File: src/common/sys86_macros.svh
`ifndef SYS86_MACROS_SVH
`define SYS86_MACROS_SVH

//////////////////////////////////////////////////
// Bus widths and frame
//////////////////////////////////////////////////

`define SYS86_ADDR_W        16
`define SYS86_DATA_W        8
`define SYS86_BUS_ADDR_W    13
`define SYS86_ROM_ADDR_W    15

// Four clk_6m cycles per bus frame, two per CPU slot
`define SYS86_FRAME_CYCLES  4
`define SYS86_RESET_CYCLES  16

//////////////////////////////////////////////////
// Address map
//////////////////////////////////////////////////

`define SYS86_WIN_1K        16'h0400
`define SYS86_WIN_8K        16'h2000

// Video regions, same on both CPUs
`define SYS86_SCROLL0_BASE  16'h0000
`define SYS86_SCROLL1_BASE  16'h2000
`define SYS86_OBJECT_BASE   16'h4000

// Master map
`define SYS86_M_ROM_LO_BASE 16'h6000
`define SYS86_M_ROM_HI_BASE 16'hA000
`define SYS86_M_ROM_HI_SIZE 16'h6000
`define SYS86_M_LATCH0      16'h8000
`define SYS86_M_LATCH1      16'h8400
`define SYS86_M_BACKCOLOR   16'h8800
`define SYS86_M_BANK        16'h9000
`define SYS86_M_IRQ_ACK     16'h9400
`define SYS86_M_RESET       16'h9800

// Sub map, ROM_HI overlaps the write registers
`define SYS86_S_ROM_LO_BASE 16'h6000
`define SYS86_S_ROM_HI_BASE 16'h8000
`define SYS86_S_ROM_HI_SIZE 16'h8000
`define SYS86_S_LATCH0      16'h8000
`define SYS86_S_LATCH1      16'h8400
`define SYS86_S_IRQ_ACK     16'h8800

`endif

File: src/common/sys86_bus_pkg.sv
`include "sys86_macros.svh"

package sys86_bus_pkg;

	// Decoded target of one CPU access
	typedef enum logic [3:0] {
		REG_NONE,
		REG_SCROLL0,
		REG_SCROLL1,
		REG_OBJECT,
		REG_LATCH0,
		REG_LATCH1,
		REG_BACKCOLOR,
		REG_ROM_LO,
		REG_ROM_HI,
		REG_BANK,
		REG_IRQ_ACK,
		REG_RESET
	} region_e;

	// Offset compare, so a window may end at the top of the map
	function automatic logic in_window(
		input logic [`SYS86_ADDR_W-1:0] addr,
		input logic [`SYS86_ADDR_W-1:0] base,
		input logic [`SYS86_ADDR_W-1:0] size
	);
		logic [`SYS86_ADDR_W-1:0] offset;
		offset = addr - base;
		return offset < size;
	endfunction

	// Regions that live on the shared video bus
	function automatic logic is_video(input region_e region);
		return region == REG_SCROLL0 || region == REG_SCROLL1 || region == REG_OBJECT;
	endfunction

endpackage

File: src/common/sys86_cpu_pkg.sv
package sys86_cpu_pkg;

	// Bus frame, master slot then sub slot
	typedef enum logic [1:0] {
		PH_MASTER_A,
		PH_MASTER_B,
		PH_SUB_A,
		PH_SUB_B
	} phase_e;

	function automatic logic is_master_slot(input phase_e phase);
		return phase == PH_MASTER_A || phase == PH_MASTER_B;
	endfunction

	// B cycle carries the E strobe and the write strobes
	function automatic logic is_b_cycle(input phase_e phase);
		return phase == PH_MASTER_B || phase == PH_SUB_B;
	endfunction

endpackage

File: src/verilog/cpu_timing.sv
`timescale 1ns/10ps

`include "sys86_macros.svh"

module cpu_timing (
	input  logic                  clk_6m,
	input  logic                  rst_n,
	input  logic                  reset_req,
	output sys86_cpu_pkg::phase_e phase,
	output logic                  master_e,
	output logic                  sub_e,
	output logic                  cpu_reset_n
);

	localparam int CNT_W = $clog2(`SYS86_RESET_CYCLES + 1);

	logic [CNT_W-1:0] reset_cnt;

	//////////////////////////////////////////////////
	// Slot counter
	//////////////////////////////////////////////////

	always_ff @(posedge clk_6m or negedge rst_n) begin
		if (!rst_n) begin
			phase <= sys86_cpu_pkg::PH_MASTER_A;
		end else begin
			phase <= sys86_cpu_pkg::phase_e'(phase + 2'd1);
		end
	end

	assign master_e = (phase == sys86_cpu_pkg::PH_MASTER_B);
	assign sub_e    = (phase == sys86_cpu_pkg::PH_SUB_B);

	//////////////////////////////////////////////////
	// CPU reset stretch
	//////////////////////////////////////////////////

	// Reloads on board reset and on a master reset request
	always_ff @(posedge clk_6m or negedge rst_n) begin
		if (!rst_n) begin
			reset_cnt <= CNT_W'(`SYS86_RESET_CYCLES);
		end else if (reset_req) begin
			reset_cnt <= CNT_W'(`SYS86_RESET_CYCLES);
		end else if (reset_cnt != '0) begin
			reset_cnt <= reset_cnt - 1'b1;
		end
	end

	assign cpu_reset_n = (reset_cnt == '0);

endmodule

File: src/master_decode/master_decode.sv
`timescale 1ns/10ps

`include "sys86_macros.svh"

module master_decode (
	input  logic                     clk_6m,
	input  logic                     rst_n,
	input  logic [`SYS86_ADDR_W-1:0] addr,
	input  logic                     wr,
	input  logic [`SYS86_DATA_W-1:0] wdata,
	input  logic                     master_e,
	input  logic                     vblank,
	output sys86_bus_pkg::region_e   region,
	output logic                     bank,
	output logic                     irq_n,
	output logic                     reset_req
);

	logic vblank_q;
	logic vblank_rise;
	logic irq_pend;

	//////////////////////////////////////////////////
	// Master address map
	//////////////////////////////////////////////////

	always_comb begin
		region = sys86_bus_pkg::REG_NONE;
		if (sys86_bus_pkg::in_window(addr, `SYS86_SCROLL0_BASE, `SYS86_WIN_8K))
			region = sys86_bus_pkg::REG_SCROLL0;
		else if (sys86_bus_pkg::in_window(addr, `SYS86_SCROLL1_BASE, `SYS86_WIN_8K))
			region = sys86_bus_pkg::REG_SCROLL1;
		else if (sys86_bus_pkg::in_window(addr, `SYS86_OBJECT_BASE, `SYS86_WIN_8K))
			region = sys86_bus_pkg::REG_OBJECT;
		else if (!wr) begin
			// Program ROMs answer reads only
			if (sys86_bus_pkg::in_window(addr, `SYS86_M_ROM_LO_BASE, `SYS86_WIN_8K))
				region = sys86_bus_pkg::REG_ROM_LO;
			else if (sys86_bus_pkg::in_window(addr, `SYS86_M_ROM_HI_BASE, `SYS86_M_ROM_HI_SIZE))
				region = sys86_bus_pkg::REG_ROM_HI;
		end else begin
			// Write-only registers
			if (sys86_bus_pkg::in_window(addr, `SYS86_M_LATCH0, `SYS86_WIN_1K))
				region = sys86_bus_pkg::REG_LATCH0;
			else if (sys86_bus_pkg::in_window(addr, `SYS86_M_LATCH1, `SYS86_WIN_1K))
				region = sys86_bus_pkg::REG_LATCH1;
			else if (sys86_bus_pkg::in_window(addr, `SYS86_M_BACKCOLOR, `SYS86_WIN_1K))
				region = sys86_bus_pkg::REG_BACKCOLOR;
			else if (sys86_bus_pkg::in_window(addr, `SYS86_M_BANK, `SYS86_WIN_1K))
				region = sys86_bus_pkg::REG_BANK;
			else if (sys86_bus_pkg::in_window(addr, `SYS86_M_IRQ_ACK, `SYS86_WIN_1K))
				region = sys86_bus_pkg::REG_IRQ_ACK;
			else if (sys86_bus_pkg::in_window(addr, `SYS86_M_RESET, `SYS86_WIN_1K))
				region = sys86_bus_pkg::REG_RESET;
		end
	end

	//////////////////////////////////////////////////
	// Registers, updated at the end of master E
	//////////////////////////////////////////////////

	assign vblank_rise = vblank & ~vblank_q;

	always_ff @(posedge clk_6m or negedge rst_n) begin
		if (!rst_n) begin
			vblank_q  <= 1'b0;
			irq_pend  <= 1'b0;
			bank      <= 1'b0;
			reset_req <= 1'b0;
		end else begin
			vblank_q  <= vblank;
			reset_req <= master_e && region == sys86_bus_pkg::REG_RESET;
			if (master_e && region == sys86_bus_pkg::REG_BANK) begin
				bank <= wdata[0];
			end
			// New frame wins over an ack in the same cycle
			if (vblank_rise) begin
				irq_pend <= 1'b1;
			end else if (master_e && region == sys86_bus_pkg::REG_IRQ_ACK) begin
				irq_pend <= 1'b0;
			end
		end
	end

	assign irq_n = ~irq_pend;

endmodule

File: src/sub_decode/sub_decode.sv
`timescale 1ns/10ps

`include "sys86_macros.svh"

module sub_decode (
	input  logic                     clk_6m,
	input  logic                     rst_n,
	input  logic [`SYS86_ADDR_W-1:0] addr,
	input  logic                     wr,
	input  logic                     sub_e,
	input  logic                     vblank,
	output sys86_bus_pkg::region_e   region,
	output logic                     irq_n
);

	logic vblank_q;
	logic vblank_rise;
	logic irq_pend;

	//////////////////////////////////////////////////
	// Sub address map
	//////////////////////////////////////////////////

	always_comb begin
		region = sys86_bus_pkg::REG_NONE;
		if (sys86_bus_pkg::in_window(addr, `SYS86_SCROLL0_BASE, `SYS86_WIN_8K))
			region = sys86_bus_pkg::REG_SCROLL0;
		else if (sys86_bus_pkg::in_window(addr, `SYS86_SCROLL1_BASE, `SYS86_WIN_8K))
			region = sys86_bus_pkg::REG_SCROLL1;
		else if (sys86_bus_pkg::in_window(addr, `SYS86_OBJECT_BASE, `SYS86_WIN_8K))
			region = sys86_bus_pkg::REG_OBJECT;
		else if (!wr) begin
			// No bank on this side, ROM_HI covers the whole upper half
			if (sys86_bus_pkg::in_window(addr, `SYS86_S_ROM_LO_BASE, `SYS86_WIN_8K))
				region = sys86_bus_pkg::REG_ROM_LO;
			else if (sys86_bus_pkg::in_window(addr, `SYS86_S_ROM_HI_BASE, `SYS86_S_ROM_HI_SIZE))
				region = sys86_bus_pkg::REG_ROM_HI;
		end else begin
			if (sys86_bus_pkg::in_window(addr, `SYS86_S_LATCH0, `SYS86_WIN_1K))
				region = sys86_bus_pkg::REG_LATCH0;
			else if (sys86_bus_pkg::in_window(addr, `SYS86_S_LATCH1, `SYS86_WIN_1K))
				region = sys86_bus_pkg::REG_LATCH1;
			else if (sys86_bus_pkg::in_window(addr, `SYS86_S_IRQ_ACK, `SYS86_WIN_1K))
				region = sys86_bus_pkg::REG_IRQ_ACK;
		end
	end

	//////////////////////////////////////////////////
	// Vblank interrupt flag
	//////////////////////////////////////////////////

	assign vblank_rise = vblank & ~vblank_q;

	always_ff @(posedge clk_6m or negedge rst_n) begin
		if (!rst_n) begin
			vblank_q <= 1'b0;
			irq_pend <= 1'b0;
		end else begin
			vblank_q <= vblank;
			if (vblank_rise) begin
				irq_pend <= 1'b1;
			end else if (sub_e && region == sys86_bus_pkg::REG_IRQ_ACK) begin
				irq_pend <= 1'b0;
			end
		end
	end

	assign irq_n = ~irq_pend;

endmodule

File: src/verilog/bus_mux.sv
`timescale 1ns/10ps

`include "sys86_macros.svh"

module bus_mux (
	input  logic                         clk_6m,
	input  logic                         rst_n,
	input  sys86_cpu_pkg::phase_e        phase,
	input  logic [`SYS86_ADDR_W-1:0]     master_addr,
	input  logic                         master_wr,
	input  logic [`SYS86_DATA_W-1:0]     master_wdata,
	input  sys86_bus_pkg::region_e       master_region,
	input  logic                         master_bank,
	input  logic [`SYS86_ADDR_W-1:0]     sub_addr,
	input  logic                         sub_wr,
	input  logic [`SYS86_DATA_W-1:0]     sub_wdata,
	input  sys86_bus_pkg::region_e       sub_region,
	input  logic [`SYS86_DATA_W-1:0]     bus_rdata,
	input  logic [`SYS86_DATA_W-1:0]     rom_9c_data,
	input  logic [`SYS86_DATA_W-1:0]     rom_9d_data,
	input  logic [`SYS86_DATA_W-1:0]     rom_12c_data,
	input  logic [`SYS86_DATA_W-1:0]     rom_12d_data,
	output logic [`SYS86_BUS_ADDR_W-1:0] bus_addr,
	output logic [`SYS86_DATA_W-1:0]     bus_wdata,
	output logic                         bus_we_n,
	output logic                         scroll0_n,
	output logic                         scroll1_n,
	output logic                         object_n,
	output logic                         latch0_n,
	output logic                         latch1_n,
	output logic                         backcolor_n,
	output logic [`SYS86_ROM_ADDR_W-1:0] rom_9c_addr,
	output logic [`SYS86_ROM_ADDR_W-1:0] rom_9d_addr,
	output logic [`SYS86_ROM_ADDR_W-1:0] rom_12c_addr,
	output logic [`SYS86_ROM_ADDR_W-1:0] rom_12d_addr,
	output logic                         rom_9c_ce,
	output logic                         rom_9d_ce,
	output logic                         rom_12c_ce,
	output logic                         rom_12d_ce,
	output logic [`SYS86_DATA_W-1:0]     master_rdata,
	output logic [`SYS86_DATA_W-1:0]     sub_rdata
);

	logic                         master_slot;
	logic                         b_cycle;
	logic [`SYS86_ADDR_W-1:0]     sel_addr;
	logic                         sel_wr;
	sys86_bus_pkg::region_e       sel_region;
	logic [`SYS86_DATA_W-1:0]     sel_rdata;

	//////////////////////////////////////////////////
	// Slot owner onto the video bus
	//////////////////////////////////////////////////

	assign master_slot = sys86_cpu_pkg::is_master_slot(phase);
	assign b_cycle     = sys86_cpu_pkg::is_b_cycle(phase);

	assign sel_addr   = master_slot ? master_addr : sub_addr;
	assign sel_wr     = master_slot ? master_wr : sub_wr;
	assign sel_region = master_slot ? master_region : sub_region;
	assign bus_wdata  = master_slot ? master_wdata : sub_wdata;

	assign bus_addr = (sel_region == sys86_bus_pkg::REG_NONE) ? '0 :
		sel_addr[`SYS86_BUS_ADDR_W-1:0];

	// Chip selects span the slot, strobes only the B cycle
	assign scroll0_n   = ~(sel_region == sys86_bus_pkg::REG_SCROLL0);
	assign scroll1_n   = ~(sel_region == sys86_bus_pkg::REG_SCROLL1);
	assign object_n    = ~(sel_region == sys86_bus_pkg::REG_OBJECT);
	assign bus_we_n    = ~(b_cycle && sel_wr && sys86_bus_pkg::is_video(sel_region));
	assign latch0_n    = ~(b_cycle && sel_region == sys86_bus_pkg::REG_LATCH0);
	assign latch1_n    = ~(b_cycle && sel_region == sys86_bus_pkg::REG_LATCH1);
	assign backcolor_n = ~(b_cycle && sel_region == sys86_bus_pkg::REG_BACKCOLOR);

	//////////////////////////////////////////////////
	// Program ROMs
	//////////////////////////////////////////////////

	assign rom_9c_ce  = master_slot && master_region == sys86_bus_pkg::REG_ROM_HI;
	assign rom_9d_ce  = master_slot && master_region == sys86_bus_pkg::REG_ROM_LO;
	assign rom_12c_ce = !master_slot && sub_region == sys86_bus_pkg::REG_ROM_HI;
	assign rom_12d_ce = !master_slot && sub_region == sys86_bus_pkg::REG_ROM_LO;

	assign rom_9c_addr  = master_addr[`SYS86_ROM_ADDR_W-1:0];
	// Bank bit picks the 8K page of 9d
	assign rom_9d_addr  = {1'b0, master_bank, master_addr[12:0]};
	assign rom_12c_addr = sub_addr[`SYS86_ROM_ADDR_W-1:0];
	assign rom_12d_addr = sub_addr[`SYS86_ROM_ADDR_W-1:0];

	//////////////////////////////////////////////////
	// Read data capture
	//////////////////////////////////////////////////

	always_comb begin
		case (sel_region)
			sys86_bus_pkg::REG_ROM_HI:  sel_rdata = master_slot ? rom_9c_data : rom_12c_data;
			sys86_bus_pkg::REG_ROM_LO:  sel_rdata = master_slot ? rom_9d_data : rom_12d_data;
			sys86_bus_pkg::REG_SCROLL0,
			sys86_bus_pkg::REG_SCROLL1,
			sys86_bus_pkg::REG_OBJECT:  sel_rdata = bus_rdata;
			default:                    sel_rdata = 8'hFF;
		endcase
	end

	// Held until the owner's next E cycle
	always_ff @(posedge clk_6m or negedge rst_n) begin
		if (!rst_n) begin
			master_rdata <= 8'hFF;
			sub_rdata    <= 8'hFF;
		end else if (phase == sys86_cpu_pkg::PH_MASTER_B) begin
			master_rdata <= sel_rdata;
		end else if (phase == sys86_cpu_pkg::PH_SUB_B) begin
			sub_rdata <= sel_rdata;
		end
	end

endmodule

File: src/verilog/cpu_subsystem.sv
`timescale 1ns/10ps

`include "sys86_macros.svh"

module cpu_subsystem (
	input  logic                         clk_6m,
	input  logic                         rst_n,
	input  logic                         vblank,
	// Master CPU
	input  logic [`SYS86_ADDR_W-1:0]     master_addr,
	input  logic                         master_wr,
	input  logic [`SYS86_DATA_W-1:0]     master_wdata,
	output logic [`SYS86_DATA_W-1:0]     master_rdata,
	output logic                         master_e,
	output logic                         master_irq_n,
	// Sub CPU
	input  logic [`SYS86_ADDR_W-1:0]     sub_addr,
	input  logic                         sub_wr,
	input  logic [`SYS86_DATA_W-1:0]     sub_wdata,
	output logic [`SYS86_DATA_W-1:0]     sub_rdata,
	output logic                         sub_e,
	output logic                         sub_irq_n,
	output logic                         cpu_reset_n,
	// Video bus
	input  logic [`SYS86_DATA_W-1:0]     bus_rdata,
	output logic [`SYS86_BUS_ADDR_W-1:0] bus_addr,
	output logic [`SYS86_DATA_W-1:0]     bus_wdata,
	output logic                         bus_we_n,
	output logic                         scroll0_n,
	output logic                         scroll1_n,
	output logic                         object_n,
	output logic                         latch0_n,
	output logic                         latch1_n,
	output logic                         backcolor_n,
	// Program ROMs
	input  logic [`SYS86_DATA_W-1:0]     rom_9c_data,
	input  logic [`SYS86_DATA_W-1:0]     rom_9d_data,
	input  logic [`SYS86_DATA_W-1:0]     rom_12c_data,
	input  logic [`SYS86_DATA_W-1:0]     rom_12d_data,
	output logic [`SYS86_ROM_ADDR_W-1:0] rom_9c_addr,
	output logic [`SYS86_ROM_ADDR_W-1:0] rom_9d_addr,
	output logic [`SYS86_ROM_ADDR_W-1:0] rom_12c_addr,
	output logic [`SYS86_ROM_ADDR_W-1:0] rom_12d_addr,
	output logic                         rom_9c_ce,
	output logic                         rom_9d_ce,
	output logic                         rom_12c_ce,
	output logic                         rom_12d_ce
);

	sys86_cpu_pkg::phase_e  phase;
	sys86_bus_pkg::region_e master_region;
	sys86_bus_pkg::region_e sub_region;
	logic                   master_bank;
	logic                   reset_req;

	cpu_timing u_timing (
		.clk_6m      (clk_6m),
		.rst_n       (rst_n),
		.reset_req   (reset_req),
		.phase       (phase),
		.master_e    (master_e),
		.sub_e       (sub_e),
		.cpu_reset_n (cpu_reset_n)
	);

	master_decode u_master_decode (
		.clk_6m    (clk_6m),
		.rst_n     (rst_n),
		.addr      (master_addr),
		.wr        (master_wr),
		.wdata     (master_wdata),
		.master_e  (master_e),
		.vblank    (vblank),
		.region    (master_region),
		.bank      (master_bank),
		.irq_n     (master_irq_n),
		.reset_req (reset_req)
	);

	sub_decode u_sub_decode (
		.clk_6m (clk_6m),
		.rst_n  (rst_n),
		.addr   (sub_addr),
		.wr     (sub_wr),
		.sub_e  (sub_e),
		.vblank (vblank),
		.region (sub_region),
		.irq_n  (sub_irq_n)
	);

	// Every bus_mux port shares its name with a port or wire here
	bus_mux u_bus_mux (.*);

endmodule

File: config.mk
export PLATFORM = sky130hd
export DESIGN_NAME = cpu_subsystem
export DESIGN_NICKNAME = d
export VERILOG_FILES = /design/src/common/sys86_bus_pkg.sv /design/src/common/sys86_cpu_pkg.sv /design/src/verilog/cpu_timing.sv /design/src/master_decode/master_decode.sv /design/src/sub_decode/sub_decode.sv /design/src/verilog/bus_mux.sv /design/src/verilog/cpu_subsystem.sv
export VERILOG_INCLUDE_DIRS = /design/src /design/src/common
export SDC_FILE = /design/constraint.sdc
export NUM_CORES = 1
export LEC_CHECK = 0
export BUFFER_PORTS_ARGS = -buffer_cell sky130_fd_sc_hd__buf_4
export CORE_MARGIN = 4
export CORE_UTILIZATION = 45
export DETAILED_ROUTE_END_ITERATION = 12
export GPL_TIMING_DRIVEN = 0
export PLACE_DENSITY_LB_ADDON = 0.3
export SYNTH_ARGS = -nofsm -noshare
export SYNTH_HDL_FRONTEND = slang
export SYNTH_SLANG_ARGS = --single-unit
File: constraint.sdc
create_clock -name clk_6m -period 3.4 [get_ports clk_6m]
set_input_delay 0.17 -clock clk_6m [delete_from_list [all_inputs] [get_ports clk_6m]]
set_output_delay 0.17 -clock clk_6m [all_outputs]
set_load 0.03 [all_outputs]
== Yosys cells after proc, flatten, opt, wreduce, memory -nomap -nowiden ==
Index checks and enable logic that the tools add are counted.
Widths: inputs -> output; s select.
Storage, ports and cells
  bits in registers: 28
  output and inout bits: 113
  word-level logic and storage cells: 138
Operators by class
  add/subtract/negate cells: 18
  magnitude comparators: 19
  eq/ne operators: 18
  muxes and demuxes: 35
  bitwise logic cells: 12
  reductions and logical operators: 27
Operator list (number)
  $sub 16x16->16 const B: 10
  $lt 16x11->1 const B: 9
  $lt 16x14->1 const B: 8
  $mux 4: 22
  $sub 16x15->16 const B: 4
  $sub 16x14->16 const B: 2
  $eq 4x4->1 const B: 7
  $mux 13: 2
  $eq 4x3->1 const B: 6
  $mux 8: 3
  $pmux 8 s3: 1
  $lt 16x15->1 const B: 1
  $lt 16x16->1 const B: 1
  $logic_and 1x1->1: 13
  $not 1->1: 11
  $mux 5: 2
  $eq 4x2->1 const B: 2
  $reduce_bool 2->1: 3
  $logic_not 5->1: 1
  $mux 1: 5
  $reduce_bool 5->1: 1
  $sub 5x1->5 const B: 1
  $eq 4x1->1 const B: 1
  $logic_not 4->1: 1
  other kinds (9): 12

== Longest topological paths before layout ==
Gate-level depths: netlist (run 1).
  word-level depth: 18
  mapped depth: 14
  gate-level depth less buffers: 10

== Hierarchy ==
From an unflattened synthesis (run 1), not the netlist that was laid out.
Second synthesis, totals
  cell total of the unflattened synthesis: 432
  area, all modules: 3647.2 um2
By module, submodules not included
  bus_mux: times used 1, cells an instance 245, area each 2070.7 um2, seq. area each 420.4 um2
  master_decode: times used 1, cells an instance 99, area each 822.0 um2, seq. area each 100.1 um2
  sub_decode: times used 1, cells an instance 55, area each 411.6 um2, seq. area each 50.0 um2
  cpu_timing: times used 1, cells an instance 33, area each 342.8 um2, seq. area each 176.4 um2

== Worst setup path after synthesis (run 1) ==
Ideal clock, no wire load.
  path kind: input -> output
  start: input port master_addr[13]
  end: output port scroll0_n
  arrival time: 3.061 ns
  data required time: 3.230 ns
  path slack: 0.169 ns
  stages: 13
  path buffers: 4
  cell sequence: buf_4 > buf_2 > inv_1 > ha_1 > buf_2 > xor2_2 > a31oi_1 > and4bb_4 > o31ai_4 > a21bo_4 > or3_4 > buf_6 > or3_1
Between the ends
  word-level cells in the longest chain between the ends: 15
  elaborated cells on any way between the ends: 36
  those cells by class: 10 x add/sub; 11 x order compare; 1 x eq/ne; 13 x mux; 1 x bitwise
Ends and longest elaborated chain
  from (decl): line cpu_subsystem.sv:10  | input logic [`SYS86_ADDR_W-1:0] master_addr,
  $sub 16x16->16: line sys86_bus_pkg.sv:28  | offset = addr - base;
  $lt 16x11->1: line sys86_bus_pkg.sv:29  | return offset < size;
  $mux 4: line master_decode.sv:53  | else if (sys86_bus_pkg::in_window(addr, `SYS86_M_RESET, `SYS86_WIN_1K))
  $mux 4: line master_decode.sv:51  | else if (sys86_bus_pkg::in_window(addr, `SYS86_M_IRQ_ACK, `SYS86_WIN_1K))
  $mux 4: line master_decode.sv:49  | else if (sys86_bus_pkg::in_window(addr, `SYS86_M_BANK, `SYS86_WIN_1K))
  $mux 4: line master_decode.sv:47  | else if (sys86_bus_pkg::in_window(addr, `SYS86_M_BACKCOLOR, `SYS86_WIN_1K))
  $mux 4: line master_decode.sv:45  | else if (sys86_bus_pkg::in_window(addr, `SYS86_M_LATCH1, `SYS86_WIN_1K))
  $mux 4: line master_decode.sv:43  | if (sys86_bus_pkg::in_window(addr, `SYS86_M_LATCH0, `SYS86_WIN_1K))
  $mux 4: line master_decode.sv:35  | else if (!wr) begin
  $mux 4: line master_decode.sv:33  | else if (sys86_bus_pkg::in_window(addr, `SYS86_OBJECT_BASE, `SYS86_WIN_8K))
  $mux 4: line master_decode.sv:31  | else if (sys86_bus_pkg::in_window(addr, `SYS86_SCROLL1_BASE, `SYS86_WIN_8K))
  $mux 4 (*): line master_decode.sv:29  | if (sys86_bus_pkg::in_window(addr, `SYS86_SCROLL0_BASE, `SYS86_WIN_8K))
  $mux 4 (*): line bus_mux.sv:60  | assign sel_region = master_slot ? master_region : sub_region;
  $eq 4x1->1 (*): line bus_mux.sv:67  | assign scroll0_n = ~(sel_region == sys86_bus_pkg::REG_SCROLL0);
  $not 1->1 (*): line bus_mux.sv:67
  to (decl): line cpu_subsystem.sv:29  | output logic scroll0_n,
Every way passes the cells marked *; elsewhere a longest branch is shown, timed or not.

== Worst setup path in the final report (run 1) ==
Ends and elaborated chain as after synthesis.

==> summary.md, run 1 <==
| Metric | Value |
|---|---|
| # port buffers | `about 200` |
| Vias in the first global route | `4010` |
| Origin of the worst setup path | `master_addr[13]` |
| Capture point of the critical path | `scroll0_n` |
| Number of synthesized flops with an enable pin | `0` |
| Avg WL per Cell | `around 16 um` |
| Initial Util | `47.1%` |
| CP Depth | `13` |
| Synthesized area per cell | `7.27 sq um` |
| Reg2Reg Depth | `12` |
| Final wirelength | `12.7 mm` |
| CTS HTree Levels | `1` |
| Initial antenna violation count | `0` |
| Final Critical Period | `3.30 ns` |
| ANT cells | `0` |
| Synth Register Bits | `28` |
| Status | `finished clean` |
| Sequential area share after synthesis | `20.8%` |
| Cell area after synthesis | `0.00347 sq mm` |
| Antenna-violating nets left | `0` |
| Rows | `31` |
| Maxcap violations | `0` |
| HPWL Detailed | `roughly 10 mm` |
| Most common cell after layout, fill and taps aside | `buf_4` |
| Metal-1 WL | `~4.7 mm` |
| Slew Limit Fails | `0` |
| Crit-path cells | `buf_6 -> buf_8 -> clkinvlp_4 -> ha_4 -> xor2_2 -> a31oi_1 -> and4bb_4 -> o31ai_4 -> a21bo_4 -> or3_4 -> buf_6 -> or3_1 -> buf_4` |
| RSZ-0062 raised after global routing | `false` |
| CP Max Fanout | `11` |
| Family with the most delay on the worst path | `simple AND/OR/NAND/NOR gates` |
| Max Fclk | `between 300 and 400 MHz` |
| Met3 wire len | `1.05 mm` |
| Req. time, crit path | `3.23 ns` |
| Metal2 WL | `approximately 6.6 mm` |
| Skew final | `0.00271 ns` |
| Chip width | `95.9 um` |
| Clk_lat worst skew | `0.27 ns` |
| Area of the core | `0.00737 sq mm` |
| Slew margin rel. | `29.5%` |
| Via count | `4218` |
| CP startpoint kind | `input port` |
| Type of the worst setup path | `in2out` |
| Crit path top cell by count | `buf_6` |
| First-pass GRT wire length | `19.4 mm` |
| Worst min path class | `in2reg` |
| Filler cells | `606` |
| Die area | `0.00919 sq mm` |
| TritonCTS clock tree | `done` |
| Worst reg2reg startpoint | `u_timing.phase[0]` |
| Root Driver | `clkbuf_8` |
| Area Overhead vs Synth | `52.2%` |
| Crit path DAT | `about 3.1 ns` |
| Area of the multi-input gates | `0.00213 sq mm` |
| Iter 0 DRT Violations | `233` |
| GPL Wtd Cong | `0.992` |
| Most frequent cells in the layout | `buf_4 (267), nand2_1 (97), nor2_1 (37)` |
| Peak VDD IR | `roughly 510 uV` |
| Via density | `5.36` |
| Synth Flop Type | `dfstp_2` |
| Max Root-Sink Buffers | `2` |
| Cells after Synth | `between 400 and 500` |
| Register clock-pin slew on the reported worst setup and hold paths | `0.09 ns` |
| Die Height | `about 96 um` |
| CTS Buf Count | `3` |
| Count of final setup violators | `0` |
| Grt ovf | `0` |
| CP bufs+invs | `5` |
| Mapped Nets | `588` |
| R2r setup slk | `0.36 ns` |
| CP max stage cell | `or3_4` |
| Endpoint class of the critical path | `output port` |
| Reg2Reg Capture Point | `u_bus_mux.master_rdata[1]` |
| Final Hold Viols | `0` |
| DRC errors left | `0` |
| Largest net degree at the start of global routing | `29` |
| P_leak | `2.66 nW` |
| Yosys warnings | `0` |
| Fin crit share | `about 100%` |
| Pwr dens | `~340 mW/mm^2` |
| Min Hold Slack | `0.00892 ns` |
| Clk sink count | `28` |
| Share of cells above drive strength 1 | `45.8%` |
| Pre-antenna DRT Iters | `7` |
| Slowest stage delay, CP | `0.41 ns` |
| Synth cell types | `between 50 and 60` |
| All-Layer GR Usage | `26.2%` |
| I/O pins | `slightly above 200` |
| Flip-flop and latch area | `722 sq um` |
| Highest routed layer | `met4` |
| Worst Max-Slew Pin Slew | `1.04 ns` |
| Ys async rst share | `100%` |
| Final Power | `1.78 mW` |
| Layout Nets | `799` |
==> registers in the layout, indices dropped and copies added, names as in the netlist <==
name                       count
u_master_decode.bank           1
u_sub_decode.vblank_q          1
u_timing.reset_cnt             5
u_timing.phase                 2
u_master_decode.irq_pend       1
u_bus_mux.sub_rdata            8
u_bus_mux.master_rdata         8
u_master_decode.reset_req      1
u_sub_decode.irq_pend          1
==> worst register-to-register path: stages (launching register included) <==
cell	delay, ns
dfrtp_1	0.43
inv_1	0.12
ha_1	0.19
or2_2	0.13
o21ai_0	0.07
nor3_1	0.38
o31ai_4	0.15
buf_4	0.16
buf_4	0.14
a211oi_2	0.58
a22oi_1	0.21
o311a_1	0.19
a31oi_1	0.21
==> timing repair <==
| item | in CTS | in global routing |
|---|---|---|
| buffers inserted | 2 | 3 |
| setup endpoints to repair | 17 | 28 |
| gates resized for setup | 5 | 10 |
| hold endpoints to repair | 11 | 0 |
| pin swaps | 1 | 2 |
| hold buffers | 1 | 0 |
| cloned | 0 | 0 |
==> cell families after synthesis <==
group,share of synthesized area [%]
buffers and inverters,19.5
AND/OR/NAND/NOR,25.8
AO/OA/AOI/OAI,24.6
multiplexers,0.648
adder cells (fa/ha/maj),6.12
other,0.108
flip-flops,20.8
XOR/XNOR,2.49
==> per-stage QoR <==
stage          setup TNS [ns]  instances  util, %  cell area [sq um]  setup WS [ns]
6_report                    0        787     71.7               5290         0.0969
5_1_grt                     0        787     71.7               5290         0.0241
4_1_cts                     0        785     70.8               5220         0.0117
3_5_place_dp            -9.96        779     69.4               5110         -0.525
3_3_place_gp            -6.86        779     69.4               5110         -0.466
2_1_floorplan               0        478        -               3470          0.169
==> power breakdown <==
group          switching [mW]  total (mW)  internal, mW
Clock                   0.101       0.229         0.128
Sequential             0.0547       0.504         0.450
Combinational           0.602        1.05         0.443
Total                   0.758        1.78          1.02
==> cell usage after synthesis, drive strengths merged, types with 2 or more instances <==
master  instances  area share (%)
nor2b           8             1.4
a31oi          21             3.8
a21oi          22             3.2
and3b           2            0.50
xor2            3            0.97
nand4           2            0.36
or2             4            0.72
o211a           2            0.58
o311a           8             2.3
xnor2           6             1.5
o31ai           3             1.6
and2            2            0.36
inv            28             3.0
buf            67              14
nor4b           2            0.50
ha             17             6.1
nand2b          8             1.4
o311ai          2            0.50
mux2            2            0.65
dfrtp          11             7.9
o21ai          12             1.7
nor2           37             4.0
o31a            2            0.50
nand3           6            0.86
nand2          97              10
o221ai         10             2.5
or3             5             1.0
o21a            2            0.43
and3            3            0.54
dfstp          17              13
o22ai           4            0.72
clkbuf         19             2.1
a22oi           8             1.7
a211oi          8             2.0
nor3           11             1.6
==> routing by layer <==
layer	up-vias	track usage, %
li1	2025	-
met1	1947	31.9
met2	207	47.9
met3	39	3.13
met4	0	8.06
met5	-	0
==> cell type report <==
type	instances	area share (%)
multi-input combinational	336	40.2
timing repair buffer	208	29.6
sequential	28	13.7
buffer	84	10.8
tap	99	2.34
inverter	28	2.06
clock buffer	4	1.25
==> worst min path at each step <==
stage / startpoint / to / depth (start not counted)
6_report: vblank / u_sub_decode.vblank_q / 1
3_3_place_gp: rst_n / u_sub_decode.vblank_q / 1
3_5_place_dp: rst_n / u_timing.phase[1] / 1
5_1_grt: vblank / u_sub_decode.vblank_q / 1
4_1_cts: vblank / u_sub_decode.vblank_q / 1
2_1_floorplan: rst_n / u_master_decode.bank / 0
Note: power is estimated with default switching activity, not from simulation.
==> run 2: changes to the inputs <==
--- a/config.mk
+++ b/config.mk
@@ -6,8 +6,8 @@
 export SDC_FILE = /design/constraint.sdc
 export NUM_CORES = 1
 export LEC_CHECK = 0
+export ABC_CLOCK_PERIOD_IN_PS = 3400
 export BUFFER_PORTS_ARGS = -buffer_cell sky130_fd_sc_hd__buf_4
-export CORE_MARGIN = 4
 export CORE_UTILIZATION = 45
 export DETAILED_ROUTE_END_ITERATION = 12
 export GPL_TIMING_DRIVEN = 0
==> run 2 against run 1 <==
Compared with the run above: power fell by 1.1%; non-clock buffer count up 2; die area down 12%; clock skew increased by 0.0020 ns; global-route usage is 2.7 points higher; final cell count up 0.25%; critical path type unchanged; largest cell class unchanged; largest power group unchanged.
==> summary.md, run 2 (synthesis results as in run 1) <==
| Metric | Value |
|---|---|
| Status | `finished clean` |
| Final Power | `approximately 1.8 mW` |
| Worst min path class | `in2reg` |
| Leading registers by flop count | `u_bus_mux.master_rdata x8, u_bus_mux.sub_rdata x8, u_timing.reset_cnt x5` |
| Final cell count without fillers | `789` |
| Vias in the first global route | `3845` |
| Register clock-pin slew on the reported worst setup and hold paths | `about 0.080 ns` |
| Antenna-violating nets left | `0` |
| Initial Util | `47.1%` |
| Placed Instance Area | `0.00511 sq mm` |
| DRC errors left | `0` |
| Clk_lat worst skew | `0.27 ns` |
| Most frequent cells in the layout | `buf_4 (268), nand2_1 (96), nor2_1 (37)` |
| Largest net degree at the start of global routing | `29` |
| Avg WL per Cell | `15.7 um` |
| CP Max Fanout | `10` |
| Final wirelength | `12.4 mm` |
| Maxcap violations | `0` |
| Die Height | `89.9 um` |
| Via count | `4198` |
| Peak VDD IR | `489 uV` |
| All-Layer GR Usage | `29.0%` |
| Slew Limit Fails | `0` |
| Skew final | `0.00475 ns` |
| Worst Max-Slew Pin Slew | `1.09 ns` |
| Pwr dens | `332 mW/mm^2` |
| Iter 0 DRT Violations | `roughly 220` |
| Most common cell after layout, fill and taps aside | `buf_4` |
| TritonCTS clock tree | `done` |
| Count of final setup violators | `0` |
| Crit path DAT | `~3.2 ns` |
| Initial antenna violation count | `0` |
| Die area | `between 0.008 and 0.009 sq mm` |
| Chip width | `89.9 um` |
| ANT cells | `0` |
| Min Hold Slack | `0.0185 ns` |
| Area Overhead vs Synth | `52.4%` |
| # port buffers | `202` |
| Fin crit share | `between 90% and 100%` |
| Endpoint class of the critical path | `output port` |
| Filler cells | `607` |
| I/O pins | `approximately 210` |
| Layout Nets | `801` |
| GPL Wtd Cong | `0.918` |
| Type of the worst setup path | `in2out` |
| Max Fclk | `about 300 MHz` |
| Max Root-Sink Buffers | `2` |
| Final Critical Period | `3.33 ns` |
| Area of the core | `0.00737 sq mm` |
| P_leak | `2.66 nW` |
| First-pass GRT wire length | `approximately 19 mm` |
| CTS HTree Levels | `1` |
| CP startpoint kind | `input port` |
| Final Hold Viols | `0` |
| Pre-antenna DRT Iters | `5` |
| Clk sink count | `28` |
| Placed Cells incl. Taps | `between 700 and 800` |
| Via density | `5.32` |
| Share of cells above drive strength 1 | `between 40% and 50%` |
| Req. time, crit path | `3.23 ns` |
| Grt ovf | `0` |
| CTS Buf Count | `3` |
| HPWL Detailed | `10.0 mm` |
| Final Cell Area | `~0.0053 sq mm` |
| Root Driver | `clkbuf_8` |
| Slew margin rel. | `26.6%` |
| Rows | `31` |
-- run 2: cell types whose count changed in the layout (fill, tap and decap cells not counted), sizes merged --
| cell | previous run | this run |
|---|---|---|
| clkinvlp | 1 | 0 |
| inv | 27 | 28 |
| buf | 272 | 274 |
-- run 2: through the flow --
| stage | utilization, % | TNS [ns] | setup WS, ns |
|---|---|---|---|
| 2_1_floorplan | - | 0 | 0.169 |
| 3_3_place_gp | 69.4 | -6.31 | -0.482 |
| 3_5_place_dp | 69.4 | -8.96 | -0.554 |
| 4_1_cts | 71.2 | 0 | 0.00824 |
| 5_1_grt | 71.8 | -0.00729 | -0.00729 |
| 6_report | 71.8 | 0 | 0.0657 |
-- run 2: final timing paths --
check / startpoint / to / slack [ns] / cells past startpoint
min in group asynchronous: rst_n / u_timing.phase[0] / 0.36 / 2
max reg2reg: u_timing.phase[1] / u_bus_mux.master_rdata[5] / 0.39 / 11
max in group asynchronous: rst_n / u_bus_mux.sub_rdata[5] / 2.75 / 2
max: master_addr[13] / scroll0_n / 0.07 / 14
min reg2reg: u_bus_mux.master_rdata[6] / u_bus_mux.master_rdata[6] / 0.49 / 2
min: vblank / u_sub_decode.vblank_q / 0.02 / 1
-- run 2: worst max-delay path, cell delays in order --
cell,delay [ns]
buf_4,0.10
buf_4,0.16
buf_6,0.12
inv_1,0.07
ha_2,0.36
nor2_1,0.06
and3_2,0.25
a31o_2,0.26
o31ai_4,0.26
a21bo_4,0.26
or3_4,0.40
buf_6,0.16
or3_4,0.40
buf_6,0.15
-- run 2: cell type report --
class	count	area, sq um	area share, %
Multi-Input combinational cell	336	2130	40.3
Tap cell	99	124	2.34
Sequential cell	28	722	13.6
Inverter	28	105	1.99
Buffer	86	587	11.1
Clock buffer	4	55.1	1.04
Timing Repair Buffer	208	1570	29.6
-- run 2: where the power goes --
| group | internal, mW | leakage, nW | switching, mW |
|---|---|---|---|
| Sequential | 0.450 | 0.307 | 0.0569 |
| Clock | 0.104 | 0.0288 | 0.0958 |
| Combinational | 0.448 | 2.32 | 0.606 |
| Total | 1.00 | 2.66 | 0.758 |
-- run 2: routing by layer --
layer  part of all wire [%]  track usage [%]  vias up  routed length, um
met5                      0                0        -                  0
met4                    2.2             7.53        0                278
met3                    6.4             3.47       25                798
met2                     52             53.7      198               6410
met1                     40             35.3     1952               4910
li1                       -                -     2023                  -
-- run 2: repair_timing --
item | CTS | global route
endpoints found under the setup margin | 17 | 19
setup buffers | 2 | 3
gates resized for setup | 10 | 8
endpoints found under the hold margin | 11 | 0
hold buffers | 1 | 0
gates cloned | 0 | 0
pin swaps | 1 | 0
